==> config.mk <==
export PLATFORM = sky130hd
export DESIGN_NAME = axi_rsp_builder
export DESIGN_NICKNAME = d
export VERILOG_FILES = /design/src/logic/bridge_pkg.sv /design/src/logic/axi_rsp_builder.sv
export SDC_FILE = /design/constraint.sdc
export NUM_CORES = 1
export LEC_CHECK = 0
export BUFFER_PORTS_ARGS = -buffer_cell sky130_fd_sc_hd__buf_2
export CORE_AREA = 2 2 414 416
export CTS_BUF_LIST = sky130_fd_sc_hd__clkbuf_4 sky130_fd_sc_hd__clkbuf_8 sky130_fd_sc_hd__clkbuf_16
export DETAILED_ROUTE_END_ITERATION = 12
export DIE_AREA = 0 0 416 418
export GPL_ROUTABILITY_DRIVEN = 1
export PLACE_DENSITY = 0.3
export SLEW_MARGIN = 10
export SYNTH_ARGS = -nofsm -noshare
export SYNTH_HDL_FRONTEND = slang
export SYNTH_SLANG_ARGS = --single-unit
export TNS_END_PERCENT = 5
==> constraint.sdc <==
create_clock -name ip_clk -period 1.6 [get_ports ip_clk]
set_clock_uncertainty 0.15 [all_clocks]
set_input_delay 0.16 -clock ip_clk [delete_from_list [all_inputs] [get_ports ip_clk]]
set_output_delay 0.16 -clock ip_clk [all_outputs]
set_load 0.02 [all_outputs]
==> src/logic/bridge_pkg.sv <==
// ====================
// axi to avmm bridge shared definitions
// request kinds, response codes and default widths
// ====================

package bridge_pkg;

  // ====================
  // default sizes
  // ====================
  localparam int DEF_ADDR_W     = 52;  // axi byte address
  localparam int LINE_OFS_W     = 6;   // 64 byte cache line offset
  localparam int DEF_DATA_W     = 512; // one full line per beat
  localparam int DEF_ID_W       = 8;
  localparam int DEF_FIFO_DEPTH = 16;  // outstanding read ids

  // almost full is raised at depth minus this margin
  localparam int DEF_AF_MARGIN  = 8;

  // ====================
  // enums
  // ====================

  // request picked for the controller in a cycle
  typedef enum logic [1:0] {
    REQ_NONE  = 2'd0, // idle or not ready
    REQ_WRITE = 2'd1, // write wins a tie
    REQ_READ  = 2'd2
  } req_kind_e;

  // axi bresp / rresp encoding
  typedef enum logic [1:0] {
    RESP_OKAY   = 2'b00, // the only code the bridge drives
    RESP_EXOKAY = 2'b01,
    RESP_SLVERR = 2'b10,
    RESP_DECERR = 2'b11
  } axi_resp_e;

endpackage
==> src/logic/axi_rsp_builder.sv <==
// ====================
// axi response builder
// one-cycle bresp per accepted write, single-beat rresp per avmm read strobe
// ====================
`timescale 1ns/1ps

module axi_rsp_builder #(
  parameter int DATA_W = bridge_pkg::DEF_DATA_W,
  parameter int ID_W   = bridge_pkg::DEF_ID_W
) (
  input  logic                  ip_clk,
  input  logic                  ip_rst_n,             // sync, active low
  // write acceptance from the mapper
  input  logic                  i_wr_acc,
  input  logic [ID_W-1:0]       i_wr_acc_id,
  // controller read return
  input  logic                  i_avmm_readdatavalid,
  input  logic [DATA_W-1:0]     i_avmm_readdata,
  input  logic                  i_avmm_read_poison,
  input  logic [ID_W-1:0]       i_head_id,            // oldest outstanding read id
  // write response
  output logic                  o_bvalid,
  output logic [ID_W-1:0]       o_bid,
  output bridge_pkg::axi_resp_e o_bresp,
  // read response
  output logic                  o_rvalid,
  output logic [ID_W-1:0]       o_rid,
  output logic [DATA_W-1:0]     o_rdata,
  output bridge_pkg::axi_resp_e o_rresp,
  output logic                  o_rlast,
  output logic                  o_ruser_poison,
  output logic                  o_rd_pop              // retire head id
);

  logic            bvalid_q; // write response pulse
  logic [ID_W-1:0] bid_q;    // staged write id

  // ====================
  // write response
  // ====================
  always_ff @(posedge ip_clk)
  begin
    if (!ip_rst_n)
      bvalid_q <= 1'b0;
    else
      bvalid_q <= i_wr_acc; // high for one cycle per write
  end

  always_ff @(posedge ip_clk)
  begin
    if (i_wr_acc)
      bid_q <= i_wr_acc_id;
  end

  assign o_bvalid = bvalid_q;
  assign o_bid    = bvalid_q ? bid_q : '0; // id only shown with the pulse
  assign o_bresp  = bridge_pkg::RESP_OKAY;

  // ====================
  // read response
  // ====================
  always_comb
  begin
    o_rid          = i_head_id;
    o_rdata        = i_avmm_readdata;
    o_rresp        = bridge_pkg::RESP_OKAY;
    o_rvalid       = 1'b0;
    o_rlast        = 1'b0;
    o_ruser_poison = 1'b0;
    o_rd_pop       = 1'b0;

    if (i_avmm_readdatavalid)
    begin
      o_rvalid       = 1'b1;
      o_rlast        = 1'b1;               // every read is one beat
      o_ruser_poison = i_avmm_read_poison;
      o_rd_pop       = 1'b1;               // controller returns in order
    end
  end

endmodule

==> metrics.csv <==
metric;value;unit
share of cells above drive strength 1;48.4;%
number of synthesis warnings;0;
total global routing overflow;0;
Yosys top cell by area;buf_4;
fin crit share;85.3;%
CTS tree;built;
Post-DP Area;0.00325;mm²
status;finished, final reports clean;
CP Capture Type;primary output;
Multi-input gate area;77.6;µm²
routability cong.;0.943;
crit-path max FO;9;
clk sinks;9;
unique cell type count in the Yosys netlist;5;
initial antenna violation count;4;
Slew Limit Fails;0;
worst slack, placed;0.331;ns
Routed wire per std cell;52.5;µm
Routed Antenna Nets;0;
final setup fails;0;
clock buffer depth;2;
cell row count;151;
Initial Utilization;2.53;%
synthesized flop and latch total;9;
clk root buf;clkbuf_16;
setup bufs post-CTS;0;
io pins;1070;
Clk pin slew, worst setup/hold paths;0.06;ns
Tmin final;1.37;ns
area of the core;0.169;mm²
Min Hold Slack;0.151;ns
Hold Path Class;in2reg;
Fillers;20200;
DRT Pass-1 Iters;4;
synth top area cells;buf_4 92%, edfxtp_1 5.6%, and2_1 1.5%, dfxtp_1 0.47%, conb_1 0.088%;
Cell Count, Final, Fillers Out;2280;
Initial DRC Count;184;
Final Cell Area;0.00342;mm²
Synth Cell Area;0.00428;mm²
VDD IR max;0.751;mV
Port-buffer cells;25;
gr usage total;13.2;%
Final nets;596;
number of remaining DRC errors;0;
Seq/Total Area, Yosys;6.08;%
Pwr Density;268;mW/mm²
worst hold start;i_wr_acc;
Die Y;418;µm
final core occ;2.02;%
Hold Fails Final Rpt;0;
Critical Path Source Type;flop;
setup TNS;0;ns
via/cell ratio;0.755;
most frequent cells in the layout;25 x buf_2, 10 x and2_1, 9 x dlygate4sd3_1;
fmax;0.732;GHz
WP data required;1.29;ns
Layout area overhead;-20.2;%
Data arrival, critical path;1.06;ns
Syn Inst Count;547;
first-pass GRT wire length;124000;µm
Synth top area share;92.4;%
CTS Buf Count;3;
register area;260;µm²
largest net degree at the start of global routing;10;
total power;0.914;mW
syn_area_per_cell;7.83;µm²
htree depth;1;
Ant. Diodes;0;
critical setup path kind;reg2out;
CTS resizes;0;
# placed instances;2267;
WHS Path Cells;1;
commonest non-fill, non-tap cell in the layout;buf_2;
max cap viols;0;
RSZ-0062 raised after global routing;false;
Hold Path End;bid_q[2];
vias in the first global route;1338;
Die Area;0.174;mm²
Vias;1721;
Final WS setup;0.235;ns
DIE WIDTH;416;µm
leakage power;0.321;nW
Total Wirelength;120000;µm
## per-layer routing
metal  GRT usage, %  share of wire [%]  vias up
li1               -                  -      146
met5           1.08               0.19        -
met3           27.7                 44       49
met1           1.25                3.9      409
met2           23.8                 51     1111
met4           1.16               0.73        6
## layout make-up
class	instances	share of cell area, %
Tap cell	2218	81.2
Clock buffer	3	2.20
Clock inverter	1	0.147
Sequential cell	9	7.62
Multi-Input combinational cell	14	2.27
Timing Repair Buffer	35	6.52
## what timing repair did
item | 4_1_cts | 5_1_grt
hold buffers | 9 | 0
endpoints found under the hold margin | 9 | 0
endpoints found under the setup margin | 0 | 0
## critical path: stages (launching register included)
cell	delay, ns
dfxtp_1	0.30
buf_4	0.18
and2_1	0.15
buf_2	0.16
## state kept, by name, summed over array words and instances, names as in the netlist
signal	cells
bid_q	8
o_bvalid	1
## logic make-up (layout without fill, tap and decap cells)
family / Yosys count / after routing / synth area share (%)
buffers and inverters: 527 / 39 / 92.4
AND/OR/NAND/NOR: 10 / 10 / 1.46
flip-flops: 9 / 9 / 6.08
other: 1 / 4 / 0.0876
## cell usage after synthesis, drive strengths merged
library cell / instances
and2: 10
buf: 527
conb: 1
dfxtp: 1
edfxtp: 8
## worst max-delay path by stage
stage / start / cells past startpoint / slack (ns) / to
finish: o_bvalid / 3 / 0.23 / o_bid[1]
global route: o_bvalid / 3 / 0.15 / o_bid[3]
CTS: o_bvalid / 3 / 0.19 / o_bid[1]
detailed placement: i_avmm_readdatavalid / 3 / 0.33 / o_ruser_poison
global placement: i_avmm_readdatavalid / 3 / 0.36 / o_ruser_poison
floorplan: o_bvalid / 1 / 0.53 / o_bid[0]
## where the power goes
group | total [mW] | internal (mW) | switching [mW]
Clock | 0.521 | 0.335 | 0.187
Combinational | 0.113 | 0.0424 | 0.0703
Sequential | 0.280 | 0.276 | 0.00385
Total | 0.914 | 0.653 | 0.261
Note: power is estimated with default switching activity, not from simulation.
