## config.mk

```make
export PLATFORM = sky130hd
export DESIGN_NAME = rd_id_fifo
export DESIGN_NICKNAME = d
export VERILOG_FILES = /design/src/logic/bridge_pkg.sv /design/src/logic/rd_id_fifo.sv
export SDC_FILE = /design/constraint.sdc
export NUM_CORES = 1
export LEC_CHECK = 0
export BUFFER_PORTS_ARGS = -buffer_cell sky130_fd_sc_hd__buf_2
export CORE_AREA = 10 10 114 116
export CTS_BUF_LIST = sky130_fd_sc_hd__clkbuf_4 sky130_fd_sc_hd__clkbuf_8
export CTS_CLUSTER_DIAMETER = 40
export DETAILED_ROUTE_END_ITERATION = 16
export DIE_AREA = 0 0 124 126
export PLACE_DENSITY = 0.71
export SYNTH_ARGS = -nofsm -noshare
export SYNTH_HDL_FRONTEND = slang
export SYNTH_SLANG_ARGS = --single-unit
```

## constraint.sdc

```tcl
create_clock -name ip_clk -period 3.1 [get_ports ip_clk]
set_input_delay 0.31 -clock ip_clk [delete_from_list [all_inputs] [get_ports ip_clk]]
set_output_delay 0.31 -clock ip_clk [all_outputs]
set_load 0.02 [all_outputs]
```

## src/logic/bridge_pkg.sv

```systemverilog
// ====================
// axi to avmm bridge shared definitions
// request kinds, response codes and default widths
// ====================

package bridge_pkg;

  // ====================
  // default sizes
  // ====================
  localparam int DEF_ADDR_W     = 52;  // axi byte address
  localparam int LINE_OFS_W     = 6;   // 64 byte cache line offset
  localparam int DEF_DATA_W     = 512; // one full line per beat
  localparam int DEF_ID_W       = 8;
  localparam int DEF_FIFO_DEPTH = 16;  // outstanding read ids

  // almost full is raised at depth minus this margin
  localparam int DEF_AF_MARGIN  = 8;

  // ====================
  // enums
  // ====================

  // request picked for the controller in a cycle
  typedef enum logic [1:0] {
    REQ_NONE  = 2'd0, // idle or not ready
    REQ_WRITE = 2'd1, // write wins a tie
    REQ_READ  = 2'd2
  } req_kind_e;

  // axi bresp / rresp encoding
  typedef enum logic [1:0] {
    RESP_OKAY   = 2'b00, // the only code the bridge drives
    RESP_EXOKAY = 2'b01,
    RESP_SLVERR = 2'b10,
    RESP_DECERR = 2'b11
  } axi_resp_e;

endpackage
```

## src/logic/rd_id_fifo.sv

```systemverilog
// ====================
// read id buffer
// show-ahead circular fifo of outstanding read ids, almost full flag
// ====================
`timescale 1ns/1ps

module rd_id_fifo #(
  parameter int ID_W       = bridge_pkg::DEF_ID_W,
  parameter int FIFO_DEPTH = bridge_pkg::DEF_FIFO_DEPTH,
  parameter int AF_MARGIN  = bridge_pkg::DEF_AF_MARGIN
) (
  input  logic            ip_clk,
  input  logic            ip_rst_n,      // sync, active low
  input  logic            i_push,        // read accepted
  input  logic [ID_W-1:0] i_push_id,
  input  logic            i_pop,         // read data returned
  output logic [ID_W-1:0] o_head_id,     // oldest id, always visible
  output logic            o_almost_full
);

  localparam int PTR_W = (FIFO_DEPTH > 1) ? $clog2(FIFO_DEPTH) : 1;
  localparam int CNT_W = $clog2(FIFO_DEPTH + 1);

  localparam logic [PTR_W-1:0] LAST_PTR = PTR_W'(FIFO_DEPTH - 1);
  localparam logic [CNT_W-1:0] AF_LEVEL = CNT_W'(FIFO_DEPTH - AF_MARGIN);
  localparam logic [CNT_W-1:0] FULL_LVL = CNT_W'(FIFO_DEPTH);

  logic [ID_W-1:0]  mem [FIFO_DEPTH]; // id storage
  logic [PTR_W-1:0] wr_ptr;
  logic [PTR_W-1:0] rd_ptr;
  logic [CNT_W-1:0] count;            // entries in use
  logic             full;
  logic             empty;
  logic             do_push;
  logic             do_pop;

  // wrap at depth, depth need not be a power of two
  function automatic logic [PTR_W-1:0] ptr_inc(input logic [PTR_W-1:0] ptr);
    ptr_inc = (ptr == LAST_PTR) ? '0 : ptr + 1'b1;
  endfunction

  assign full    = (count == FULL_LVL);
  assign empty   = (count == '0);
  assign do_push = i_push & ~full;  // mapper throttles well before this
  assign do_pop  = i_pop & ~empty;

  // ====================
  // storage
  // ====================
  always_ff @(posedge ip_clk)
  begin
    if (do_push)
      mem[wr_ptr] <= i_push_id;
  end

  assign o_head_id = mem[rd_ptr]; // show-ahead

  // ====================
  // pointers and count
  // ====================
  always_ff @(posedge ip_clk)
  begin
    if (!ip_rst_n)
    begin
      wr_ptr <= '0;
      rd_ptr <= '0;
      count  <= '0;
    end
    else
    begin
      if (do_push)
        wr_ptr <= ptr_inc(wr_ptr);
      if (do_pop)
        rd_ptr <= ptr_inc(rd_ptr);

      case ({do_push, do_pop})
        2'b10:   count <= count + 1'b1;
        2'b01:   count <= count - 1'b1;
        default: count <= count; // both or neither
      endcase
    end
  end

  // count is registered so the flag lags a push or pop by one cycle
  assign o_almost_full = (count >= AF_LEVEL);

endmodule

```

==> summary.md <==
| Metric | Value |
|---|---|
| DR pass1 iterations | `4` |
| Total grt overflow | `0` |
| Min setup slack post-route | `0.266 ns` |
| Layout area overhead | `13.3%` |
| Io pins | `21` |
| Synthesized flop and latch total | `145` |
| WP data required | `~3.5 ns` |
| Hold WS | `0.175 ns` |
| Final Skew | `0.0172 ns` |
| CORE AREA | `10700 µm²` |
| Clk_lat worst skew | `0.44 ns` |
| DR WL met3 | `486 µm` |
| Avg WL per Cell | `22.5 µm` |
| Share of cells above drive strength 1 | `0.331` |
| Setup TNS | `0 ns` |
| Commonest cells after routing, fill and taps aside | `edfxtp_1 (128), mux4_2 (40), clkbuf_8 (21)` |
| Post-Syn Area | `about 5800 µm²` |
| Final setup viols | `0` |
| Row cnt | `38` |
| Placed cells | `462` |
| Root buffer cell | `clkbuf_8` |
| Total CTS buffers | `17` |
| WP data arrival | `3.20 ns` |
| Post-route ant nets | `0` |
| Final Hold Viols | `0` |
| Die area | `approximately 16000 µm²` |
| Max-slew violations | `0` |
| ANT cells | `0` |
| Leading cell type in the layout, fill and taps excluded | `edfxtp_1` |
| Overall routing resource usage | `0.152` |
| Crit path max fanout | `9` |
| Sequential area share after synthesis | `0.724` |
| Outcome | `completed` |
| # Max-Cap Violations | `0` |
| Syn avg cell area | `19.5 µm²` |
| Total Power | `4.83 mW` |
| Max transition margin | `0.574` |
| Max layer used | `met4` |
| Global-route wire length before repair | `17300 µm` |
| Wl on met1 | `4440 µm` |
| Initial antenna violation count | `0` |
| Min cycle time layout | `between 2 and 3 ns` |
| Peak supply drop | `0.494 mV` |
| LEAKAGE | `2.17 nW` |
| Final period utilization | `0.914` |
| # clock sinks | `around 150` |
| Drt drc | `0` |
| Clock transition at path regs | `0.08 ns` |
| Max Buffers Root-to-Sink | `2` |
| Critical path type | `reg -> reg` |
| Die Y | `126 µm` |
| Starting Density | `0.540` |
| Die Wd | `between 100 and 150 µm` |
| Vias | `2834` |
| Hold-fix buffers, CTS | `0` |
| IO Port Bufs | `20` |
| Final core area utilization | `0.612` |
| Dpl hpwl | `a little over 7000 µm` |
| Drt first-iter violations | `200` |
| Placed Instance Area | `roughly 6100 µm²` |
| Final instance area | `~6500 µm²` |
| Met2 WL post-DR | `6060 µm` |
| Post-synth net total | `317` |
| CP Launch Type | `flop` |
| FF-to-FF setup slack | `0.27 ns` |
| CTS tree | `built` |
| Htree depth | `4` |
| Total wire length | `approximately 11000 µm` |
| Hold/Removal Path Class | `in -> reg` |
| FMAX | `353 MHz` |
| Post-synth cell types | `39` |
| Gp weighted congestion | `about 0.77` |
| Cells after Synth | `297` |
| RSZ-0062 raised after global routing | `no` |
| Via/cell ratio | `~5.7` |
| Nets@finish | `361` |
| Non-filler instance count after layout | `between 400 and 500` |
| Power per Cell Area | `737 nW/µm²` |
| Actual slew at the worst max-slew pin | `about 0.64 ns` |
| Largest net degree at the start of global routing | `33` |
| Yosys Warn Count | `0` |
| CP endpoint kind | `flop` |
| Vias in the first global route | `about 3k` |
| Pre-CTS WS | `0.236 ns` |
==> synthesized netlist by cell type, drive strengths merged <==
cell     instances  area [µm²]
and3             2        12.5
nor4b            1        8.76
clkbuf           4        16.3
or4              1        11.3
buf             11        68.8
ha               8         100
a21oi            7        35.0
mux2i            6        60.1
clkinv           1        3.75
nand2            9        33.8
o211ai           2        15.0
inv              6        22.5
o21ai            6        30.0
edfxtp         128        3840
and3b            1        8.76
nor3             4        20.0
a31o             1        8.76
a31oi            2        12.5
or3b             1        8.76
nor2b            2        12.5
dfxtp           17         340
o31ai            1        7.51
o21a             1        7.51
or3              1        6.26
nor2            20        75.1
a21o             1        7.51
xor2             5        43.8
nand3b           1        7.51
nand2b           2        12.5
or2              1        6.26
mux4            40         901
nand3            2        10.0
a311o            1        10.0
o2111ai          1        8.76
==> registers in the layout, indices dropped and copies added, names as in the netlist, named ones only <==
register  flops
rd_ptr        4
count         5
wr_ptr        4
mem         128
==> layer usage <==
layer | track usage | vias to the layer above
li1 | - | 1281
met3 | 0.0389 | 9
met2 | 0.265 | 61
met1 | 0.176 | 1483
met4 | 0.0528 | 0
met5 | 0 | -
==> area by class of cell <==
class,count,area [µm²]
Clock buffer,24,312
Clock inverter,8,101
Fill cell,780,4150
Inverter,7,26.3
Multi-Input combinational cell,130,1480
Sequential cell,145,4190
Tap cell,140,175
Timing Repair Buffer,40,263
==> power breakdown <==
part	internal [mW]	switching [mW]
Sequential	2.21	0.0835
Clock	0.828	0.651
Combinational	0.536	0.520
==> path summary, 6_finish.rpt <==
| kind | from | endpoint | depth (start not counted) |
|---|---|---|---|
| worst max-delay path | count[1] | count[2] | 10 |
| worst min-delay path | ip_rst_n | count[4] | 3 |
| worst max register to register | count[1] | count[2] | 10 |
| worst min register to register | count[4] | count[4] | 2 |
==> worst max-delay path, stage by stage (launching register included) <==
cell	delay, ns
dfxtp_1	0.39
or4_4	0.57
o21a_1	0.31
inv_1	0.13
ha_2	0.27
xor2_1	0.18
ha_1	0.21
a21oi_1	0.07
xor2_1	0.17
or3_1	0.32
a21oi_1	0.14
==> kinds of logic after synthesis <==
group / count (synthesis) / synth area share
flip-flops: 145 / 0.724
AND/OR/NAND/NOR: 48 / 0.0405
multiplexers: 46 / 0.166
AO/OA/AOI/OAI: 23 / 0.0247
buffers and inverters: 22 / 0.0193
adder cells (fa/ha/maj): 8 / 0.0173
XOR/XNOR: 5 / 0.00758
==> what timing repair did <==
action | 4_1_cts | 5_1_grt
setup buffers | 0 | 0
resized for setup | 0 | 1
endpoints found under the setup margin | 0 | 1
No activity file was read; power rests on OpenSTA's default activity.
