`src/logic/bridge_pkg.sv`:
```
// ====================
// axi to avmm bridge shared definitions
// request kinds, response codes and default widths
// ====================

package bridge_pkg;

  // ====================
  // default sizes
  // ====================
  localparam int DEF_ADDR_W     = 52;  // axi byte address
  localparam int LINE_OFS_W     = 6;   // 64 byte cache line offset
  localparam int DEF_DATA_W     = 512; // one full line per beat
  localparam int DEF_ID_W       = 8;
  localparam int DEF_FIFO_DEPTH = 16;  // outstanding read ids

  // almost full is raised at depth minus this margin
  localparam int DEF_AF_MARGIN  = 8;

  // ====================
  // enums
  // ====================

  // request picked for the controller in a cycle
  typedef enum logic [1:0] {
    REQ_NONE  = 2'd0, // idle or not ready
    REQ_WRITE = 2'd1, // write wins a tie
    REQ_READ  = 2'd2
  } req_kind_e;

  // axi bresp / rresp encoding
  typedef enum logic [1:0] {
    RESP_OKAY   = 2'b00, // the only code the bridge drives
    RESP_EXOKAY = 2'b01,
    RESP_SLVERR = 2'b10,
    RESP_DECERR = 2'b11
  } axi_resp_e;

endpackage
```
`src/logic/axi_req_mapper.sv`:
```
// ====================
// axi request mapper
// turns accepted aw/w or ar requests into avmm strobes, no staging
// ====================
`timescale 1ns/1ps

module axi_req_mapper #(
  parameter int ADDR_W = bridge_pkg::DEF_ADDR_W,
  parameter int DATA_W = bridge_pkg::DEF_DATA_W,
  parameter int ID_W   = bridge_pkg::DEF_ID_W
) (
  input  logic                                   i_avmm_ready,     // controller can take a request
  input  logic                                   i_rd_almost_full, // too many reads in flight
  // write address + data, taken together
  input  logic                                   i_awvalid,
  input  logic [ID_W-1:0]                        i_awid,
  input  logic [ADDR_W-1:0]                      i_awaddr,
  input  logic [DATA_W-1:0]                      i_wdata,
  input  logic [DATA_W/8-1:0]                    i_wstrb,
  input  logic                                   i_wuser,          // write poison
  // read address
  input  logic                                   i_arvalid,
  input  logic [ID_W-1:0]                        i_arid,
  input  logic [ADDR_W-1:0]                      i_araddr,
  // ready levels back to axi
  output logic                                   o_awready,
  output logic                                   o_wready,
  output logic                                   o_arready,
  // controller request side
  output logic                                   o_avmm_write,
  output logic                                   o_avmm_read,
  output logic [ADDR_W-bridge_pkg::LINE_OFS_W-1:0] o_avmm_address, // line address
  output logic [DATA_W-1:0]                      o_avmm_writedata,
  output logic [DATA_W/8-1:0]                    o_avmm_byteenable,
  output logic                                   o_avmm_write_poison,
  // internal hand-off
  output logic                                   o_wr_acc,         // to response builder
  output logic [ID_W-1:0]                        o_wr_acc_id,
  output logic                                   o_rd_push,        // to read id buffer
  output logic [ID_W-1:0]                        o_rd_push_id
);

  bridge_pkg::req_kind_e req_kind;

  // ====================
  // ready levels
  // ====================
  assign o_awready = i_avmm_ready;
  assign o_wready  = i_avmm_ready;
  assign o_arready = i_avmm_ready & ~i_rd_almost_full; // hold reads when id buffer fills

  // pick one request per cycle, write first
  always_comb
  begin
    if (i_awvalid && o_awready)
      req_kind = bridge_pkg::REQ_WRITE;
    else if (i_arvalid && o_arready)
      req_kind = bridge_pkg::REQ_READ; // a losing read just waits at the input
    else
      req_kind = bridge_pkg::REQ_NONE;
  end

  // ====================
  // controller strobes
  // ====================
  always_comb
  begin
    o_avmm_write        = 1'b0;
    o_avmm_read         = 1'b0;
    o_avmm_address      = '0;
    o_avmm_writedata    = '0;
    o_avmm_byteenable   = '0;
    o_avmm_write_poison = 1'b0;
    o_wr_acc            = 1'b0;
    o_wr_acc_id         = '0;
    o_rd_push           = 1'b0;
    o_rd_push_id        = '0;

    case (req_kind)
      bridge_pkg::REQ_WRITE:
      begin
        o_avmm_write        = 1'b1;
        o_avmm_address      = i_awaddr[ADDR_W-1:bridge_pkg::LINE_OFS_W]; // drop byte offset
        o_avmm_writedata    = i_wdata;
        o_avmm_byteenable   = i_wstrb;
        o_avmm_write_poison = i_wuser;
        o_wr_acc            = 1'b1; // bresp goes out next cycle
        o_wr_acc_id         = i_awid;
      end
      bridge_pkg::REQ_READ:
      begin
        o_avmm_read    = 1'b1;
        o_avmm_address = i_araddr[ADDR_W-1:bridge_pkg::LINE_OFS_W];
        o_rd_push      = 1'b1;  // remember id, data returns in order
        o_rd_push_id   = i_arid;
      end
      default:
      begin
        o_avmm_write = 1'b0; // nothing this cycle
      end
    endcase
  end

endmodule

```
`config.mk`:
```
export PLATFORM = sky130hd
export DESIGN_NAME = axi_req_mapper
export DESIGN_NICKNAME = d
export VERILOG_FILES = /design/src/logic/bridge_pkg.sv /design/src/logic/axi_req_mapper.sv
export SDC_FILE = /design/constraint.sdc
export NUM_CORES = 1
export LEC_CHECK = 0
export BUFFER_PORTS_ARGS = -buffer_cell sky130_fd_sc_hd__buf_2
export CORE_AREA = 3 3 521 523
export DETAILED_ROUTE_END_ITERATION = 7
export DIE_AREA = 0 0 524 526
export PLACE_DENSITY = 0.3
export SLEW_MARGIN = 20
export SYNTH_ARGS = -nofsm -noshare
export SYNTH_HDL_FRONTEND = slang
export SYNTH_SLANG_ARGS = --single-unit
```
`constraint.sdc`:
```
create_clock -name vclk -period 1.2
set_input_delay 0.12 -clock vclk [all_inputs]
set_output_delay 0.12 -clock vclk [all_outputs]
set_load 0.01 [all_outputs]
```
==> out/summary.md, run 1 <==
STA classifies the critical path endpoint as an output port. Most common cell in the netlist: sky130_fd_sc_hd__and3_1. The fmax was 739 MHz. Cells with a size suffix above 1 make up 71.0% of the layout. The number of antenna violations at the first check in global routing was 357. The logs give 0.276 mm2 for the total die area and 204 mm for the post-detailed-placement half-perimeter wirelength.

VDD sags by at most 0.000175 V. Summed over all instances, the cell type with the most area after synthesis is sky130_fd_sc_hd__and3_1. The worst setup slack after layout is -0.153 ns. The floorplan has 190 rows.

The final layout contains a sequential cell count of 0. The layout has 0 clock buffers. For the reported max-cap violation count, the log shows 0. For the number of warning messages in the yosys log, the log shows 0. The worst setup path is of the primary input to output port kind.

The tools report the quantity of hold-fixing buffers added after cts as 0. The filler cells instantiated in the layout total 31.6k. OpenSTA, run right after detailed placement, puts the worst setup slack at -0.328 ns.

The run gives 0 as the sum of overflow across all layers after global routing. For the number of standard cells in the layout, taps in and fillers out, the log shows 5,832. Sorting the synthesized cells by how often they occur yields 585 x sky130_fd_sc_hd__and3_1, 68 x sky130_fd_sc_hd__clkbuf_1, 50 x sky130_fd_sc_hd__buf_6, 46 x sky130_fd_sc_hd__nand2_1, 46 x sky130_fd_sc_hd__nand4bb_1. Setup violations remaining at the end of the flow were counted as 424.

The routed wire length is 226 mm, and the post-route DRC violation count is 0. Summing all multi-input logic gate instances after layout gives 0.00521 mm2. The signal arrival time at the worst endpoint was 1.23 ns; the maximum fanout along the worst path was 34. After synthesis, the netlist uses 14 different library cells. The congestion estimate from routability-driven global placement came to 0.856. The area growth from synthesis to final layout was 251%. The count of routing violations after the opening detailed-route iteration is 651. For the pin with the worst max-slew slack, the measured transition is 0.297 ns.

By area the synthesized netlist is led by sky130_fd_sc_hd__and3_1 61%, sky130_fd_sc_hd__buf_6 9.3%, sky130_fd_sc_hd__nand4bb_1 8.6%. The sequential cell area in the final layout is 0 um2, and the power density of the placed cells is 348 mW/mm2. The run gives 15.1k as the via count. The count of nets left with antenna violations once routing finished came out at 0. The final layout contains 2,931 nets. Entering global routing, the biggest net connects 68 pins.

The beginning of the worst hold path is i_arid[5]. The pre-antenna-repair detailed-routing pass consisted of 5 iterations. Setup repair after global routing could not meet its margin everywhere. Averaged over all synthesized cells, the footprint is 6.74 um2. From left edge to right edge, the die measures 524 um. The checks that failed: negative setup slack.

Nature of the critical path startpoint: a primary input. For this design the static power due to leakage is 11.3 nW. Global routing used 14.9% of the available tracks.

For the via count of the first global-routing pass, the log shows 14.1k. Using the TritonRoute via totals, the vias-per-cell ratio works out to 2.60. The cell area that synthesis handed to floorplanning was 0.00603 mm2. The number of max-slew violations in the final report was 0.

The wire length of the first global-routing pass came out at 246 mm. During placement, the flow inserted port buffers numbering 1,335. For the net count of the mapped netlist, the log shows 1,595.

The critical path launch point is i_avmm_ready. The run finished, with violations left. The synthesized design devotes to its leading area cell type 60.7% of total area. Total power for the finished layout comes to 7.37 mW. The initial utilization of the core area, before any placement, comes to 2.25%. The post-synthesis instance total came out at 894. For this run, the register share of the synthesized area comes to 0%. During I/O placement, the number of pins put on the boundary was 1,347. The core region is 0.267 mm2.

The y dimension of the die was 526 um; the required arrival time at the worst endpoint was 1.08 ns. Counting tap cells, the placed design contains a total of 5,701 instances. The final number of hold-violating endpoints was 0.

Counting I/O delays and the setup requirement, the final critical path takes 1.35 ns. In this run the worst hold path is classified as primary input to output port. The worst pin sits at a relative slew slack of 80.3%. Of the available clock period, the critical path in the final layout requires 113%.

The post-detailed-route wirelength per cell came out at 38.8 um.
layout by cell type (no fill, tap or decap), types with 2 or more instances in the layout:
cell type,count
sky130_fd_sc_hd__buf_16,29
sky130_fd_sc_hd__and2_1,8
sky130_fd_sc_hd__diode_2,52
sky130_fd_sc_hd__buf_12,117
sky130_fd_sc_hd__clkbuf_16,22
sky130_fd_sc_hd__bufbuf_16,2
sky130_fd_sc_hd__nand4bb_1,45
sky130_fd_sc_hd__and3_1,511
sky130_fd_sc_hd__a21boi_1,33
sky130_fd_sc_hd__buf_6,72
sky130_fd_sc_hd__buf_8,18
sky130_fd_sc_hd__a21boi_2,8
sky130_fd_sc_hd__clkbuf_4,37
sky130_fd_sc_hd__buf_4,114
sky130_fd_sc_hd__and3_4,73
sky130_fd_sc_hd__nand2_1,45
sky130_fd_sc_hd__buf_2,1083
sky130_fd_sc_hd__a21boi_0,4
what timing repair did:
item | 4_1_cts | 5_1_grt
cloned | 12 | 26
pin swaps | 13 | 19
buffers inserted | 17 | 28
endpoints found under the setup margin | 630 | 634
gates resized for setup | 181 | 320
final cells by class:
type | count | area share [%]
multi-input combinational | 734 | 24.6
timing repair buffer | 1494 | 53.8
antenna | 52 | 0.614
tap | 3552 | 21.0
worst paths after layout:
path,slack (ns),end,depth (start not counted)
worst max-delay path,-0.15,o_avmm_writedata[83],5
worst min-delay path,0.55,o_rd_push_id[5],3
report_power, final:
group | total [mW] | internal [mW] | switching (mW)
logic | 7.37 | 3.34 | 4.03
registers | 0 | 0 | 0
clock network | 0.00000515 | 0.00000515 | 0
total | 7.37 | 3.34 | 4.03
per-layer routing:
metal	part of all wire [%]	track usage, %	up-vias
li1	-	-	6022
met5	0.38	0	-
met1	31	13.3	6667
met3	20	14.0	721
met4	3.6	2.13	130
met2	45	25.0	1599
critical path, cell delays in order:
cell	delay, ns
sky130_fd_sc_hd__buf_16	0.11
sky130_fd_sc_hd__buf_12	0.23
sky130_fd_sc_hd__bufbuf_16	0.36
sky130_fd_sc_hd__and3_1	0.17
sky130_fd_sc_hd__buf_2	0.19
logic make-up after synthesis:
kind of cell	synth area share, %
AOI/OAI and AO/OA	5.73
buffers and inverters	20.9
and+or+nand+nor	73.4
metrics by stage:
step                hold slack [ns]  utilization [%]  area (um2)  TNS, ns
finish                        0.549             7.92       21200   -27.22
global route                  0.550             7.90       21100   -47.64
CTS                           0.547             7.24       19400   -43.75
detailed placement            0.501             6.83       18300   -68.97
global placement              0.502             6.83       18300   -60.83
floorplan                     0.332                -        6030        0
(Power assumes the default switching activity.)
==> inputs of run 2 (changes only) <==
--- a/config.mk
+++ b/config.mk
@@ -10,7 +10,7 @@
 export DETAILED_ROUTE_END_ITERATION = 7
 export DIE_AREA = 0 0 524 526
 export PLACE_DENSITY = 0.3
-export SLEW_MARGIN = 20
+export SLEW_MARGIN = 25
 export SYNTH_ARGS = -nofsm -noshare
 export SYNTH_HDL_FRONTEND = slang
 export SYNTH_SLANG_ARGS = --single-unit
==> constraint.sdc (replaced) <==
create_clock -name vclk -period 1.4
set_input_delay 0.14 -clock vclk [all_inputs]
set_output_delay 0.14 -clock vclk [all_outputs]
set_load 0.01 [all_outputs]
==> run 2 against run 1 <==
Compared with the run above:
- first-iteration DRC count up 14%
- power down 21%
- highest routed layer unchanged
- the flow still finishes with violations (negative setup slack)
- critical endpoint is now o_avmm_address[37]
- non-clock buffer count decreased by 43
- largest cell class unchanged
- setup slack better by 0.15 ns
- via count fell by 2.8%
==> out/summary.md, run 2 (same netlist as run 1, synthesis figures left out) <==
The placement row count came out at 190 (unchanged). Of the available clock period, the critical path in the final layout requires 100%. The tools report the endpoint type of the worst setup path as an output port (unchanged). The slew at the pin closest to its max-slew limit was 0.338 ns (was 0.297 ns); the weighted congestion reported at the end of routability-driven placement was 0.839 (was 0.856). The layout net count was 2,888 (was 2,931); the signal arrival time at the worst endpoint was 1.26 ns (was 1.23 ns).

Critical path cell sequence: buf_16, bufbuf_16, buf_4, buf_4, a21boi_2, buf_12 (was buf_16, buf_12, bufbuf_16, and3_1, buf_2). The total setup violations reported at the end of the flow was 1 (was 424); the clock buffer instance count of the final layout was 0 (unchanged). The start-to-end type of the worst setup path was primary input to output port (unchanged). The total non-filler cell area in the finished layout is 0.0199 mm2 (was 0.0212 mm2). Reported max-cap violation count: 0 (unchanged). The tools report the post-route DRC violation count as 0 (unchanged). The logs give 5,815 (was 5,832) for the number of standard cells in the layout, taps in and fillers out and 0.276 mm2 (unchanged) for the total die area. The tools report the setup total negative slack as -0.000300 ns (was -27.22 ns).

The slowest library cell on the worst path is sky130_fd_sc_hd__bufbuf_16 (unchanged). The run finished, with violations left. The count of routing violations after the opening detailed-route iteration was 743 (was 651). The run gives 0.267 mm2 (unchanged) as the area of the core region. The final critical-path required period is 1.40 ns, and the fmax is 714 MHz. The largest incremental delay on the critical path was 0.31 ns (was 0.36 ns). Number of port buffers: 1,335 (unchanged). The class of the tightest hold or removal check was primary input to output port (unchanged). The run gives 341 (was 357) as the number of antenna violations at the first check in global routing. The logs give 77.4% (was 80.3%) for the worst slew margin relative to its limit and 0 (unchanged) for the sum of overflow across all layers after global routing. The y dimension of the die was 526 um (unchanged). The utilization of the core after routing is 7.46% (was 7.92%). Area growth from synthesis to final layout: 231% (was 251%).

The cell total after placement came out at 5,700 (was 5,701). The run gives 14.8% (was 14.9%) as the total routing resource utilization after global routing. Most used cells in the layout excluding fill and tap cells: 1,129 x sky130_fd_sc_hd__buf_2, 556 x sky130_fd_sc_hd__and3_1, 111 x sky130_fd_sc_hd__buf_12 (was 1,083 x sky130_fd_sc_hd__buf_2, 511 x sky130_fd_sc_hd__and3_1, 117 x sky130_fd_sc_hd__buf_12). The worst setup slack after layout was -0.000300 ns (was -0.153 ns). For the total leakage power, the log shows 10.9 nW (was 11.3 nW).

The most common library cell in the layout ignoring fill and taps was sky130_fd_sc_hd__buf_2 (unchanged). Pin count of the biggest net entering global routing: 66 (was 68). For the final number of hold-violating endpoints, the log shows 0 (unchanged). Number of nets with antenna violations after routing: 0 (unchanged). The run gives 2.25% (unchanged) as the starting utilization of the core area. By instance count, the cell type seen most on the critical path is sky130_fd_sc_hd__buf_4. The tools report the post-detailed-placement half-perimeter wirelength as 202 mm (was 204 mm).

For the number of max-slew violations in the final report, the log shows 0 (unchanged). For the instance area after placement, the log shows 0.0183 mm2 (about the same). The run gives 0 (unchanged) as the sequential cell count. The sequential cell area in the final layout was 0 um2 (unchanged). The run gives 4 (was 5) as the number of search-and-repair iterations in the first detailed-routing pass.

The post-detailed-route wirelength per cell is 37.4 um (was 38.8 um). The power density of the placed cells is 291 mW/mm2 (was 348 mW/mm2), and the average via count per standard cell is 2.53 (was 2.60). The tools report the via count as 14.7k (was 15.1k).

Fraction of final layout cells with drive strength greater than 1: 68.7% (was 71.0%). For the wire length of the first global-routing pass, the log shows 246 mm (about the same). The number of top-level pins was 1,347 (unchanged).

The maximum fanout along the worst path is 8 (was 34), and the largest voltage drop on the vdd net is 0.000121 V (was 0.000175 V). Violated checks: negative setup slack (unchanged). The via count of the first global-routing pass came out at 14.1k (about the same).

Nature of the critical path startpoint: a primary input (unchanged). The logs give 217 mm (was 226 mm) for the routed wire length and 5.80 mW (was 7.37 mW) for the total power. The x dimension of the die works out to 524 um (unchanged).

The run gives 1.26 ns (was 1.08 ns) as the required arrival time at the worst endpoint. Setup repair after global routing could not meet its margin everywhere.
==> run 2: worst paths after layout <==
path | start | end | slack (ns) | cells past startpoint
worst min-delay path | i_arid[7] | o_rd_push_id[7] | 0.60 | 3
worst max-delay path | i_avmm_ready | o_avmm_address[37] | -0.0003 | 6
==> run 2: where the power goes <==
part	internal (mW)	switching (mW)	total, mW
sequential	0	0	0
clock	0.00000724	0	0.00000724
combinational	2.55	3.25	5.80
==> run 2: routing by layer <==
metal	track usage, %	routed length [um]	part of all wire [%]	vias up
met4	2.68	6440	3.0	112
met2	24.5	98000	45	1520
met3	13.7	43400	20	614
li1	-	-	-	5967
met1	13.5	68900	32	6496
met5	0	748	0.34	-
==> run 2: what timing repair did <==
action / CTS / global route
hold buffers: 0 / 0
resized for setup: 116 / 138
cloned: 15 / 5
pin swaps: 1 / 11
setup endpoints to repair: 168 / 181
buffers inserted: 15 / 6
==> run 2: area by class of cell <==
type | instances | area [um2]
Antenna cell | 78 | 195
Fill cell | 31709 | 247000
Multi-Input combinational cell | 734 | 5030
Tap cell | 3552 | 4440
Timing Repair Buffer | 1451 | 10300
==> run 2: worst max-delay path: cells and delay by family <==
family                 cells  cell delay (ns)
AOI/OAI and AO/OA          1             0.21
buffers and inverters      5             0.87
==> run 2: through the flow <==
| step | setup WS (ns) | hold WS (ns) |
|---|---|---|
| CTS | -0.0616 | 0.588 |
| global placement | -0.181 | 0.551 |
| finish | -0.000300 | 0.597 |
| detailed placement | -0.192 | 0.554 |
| floorplan | 0.276 | 0.372 |
| global route | -0.0596 | 0.601 |
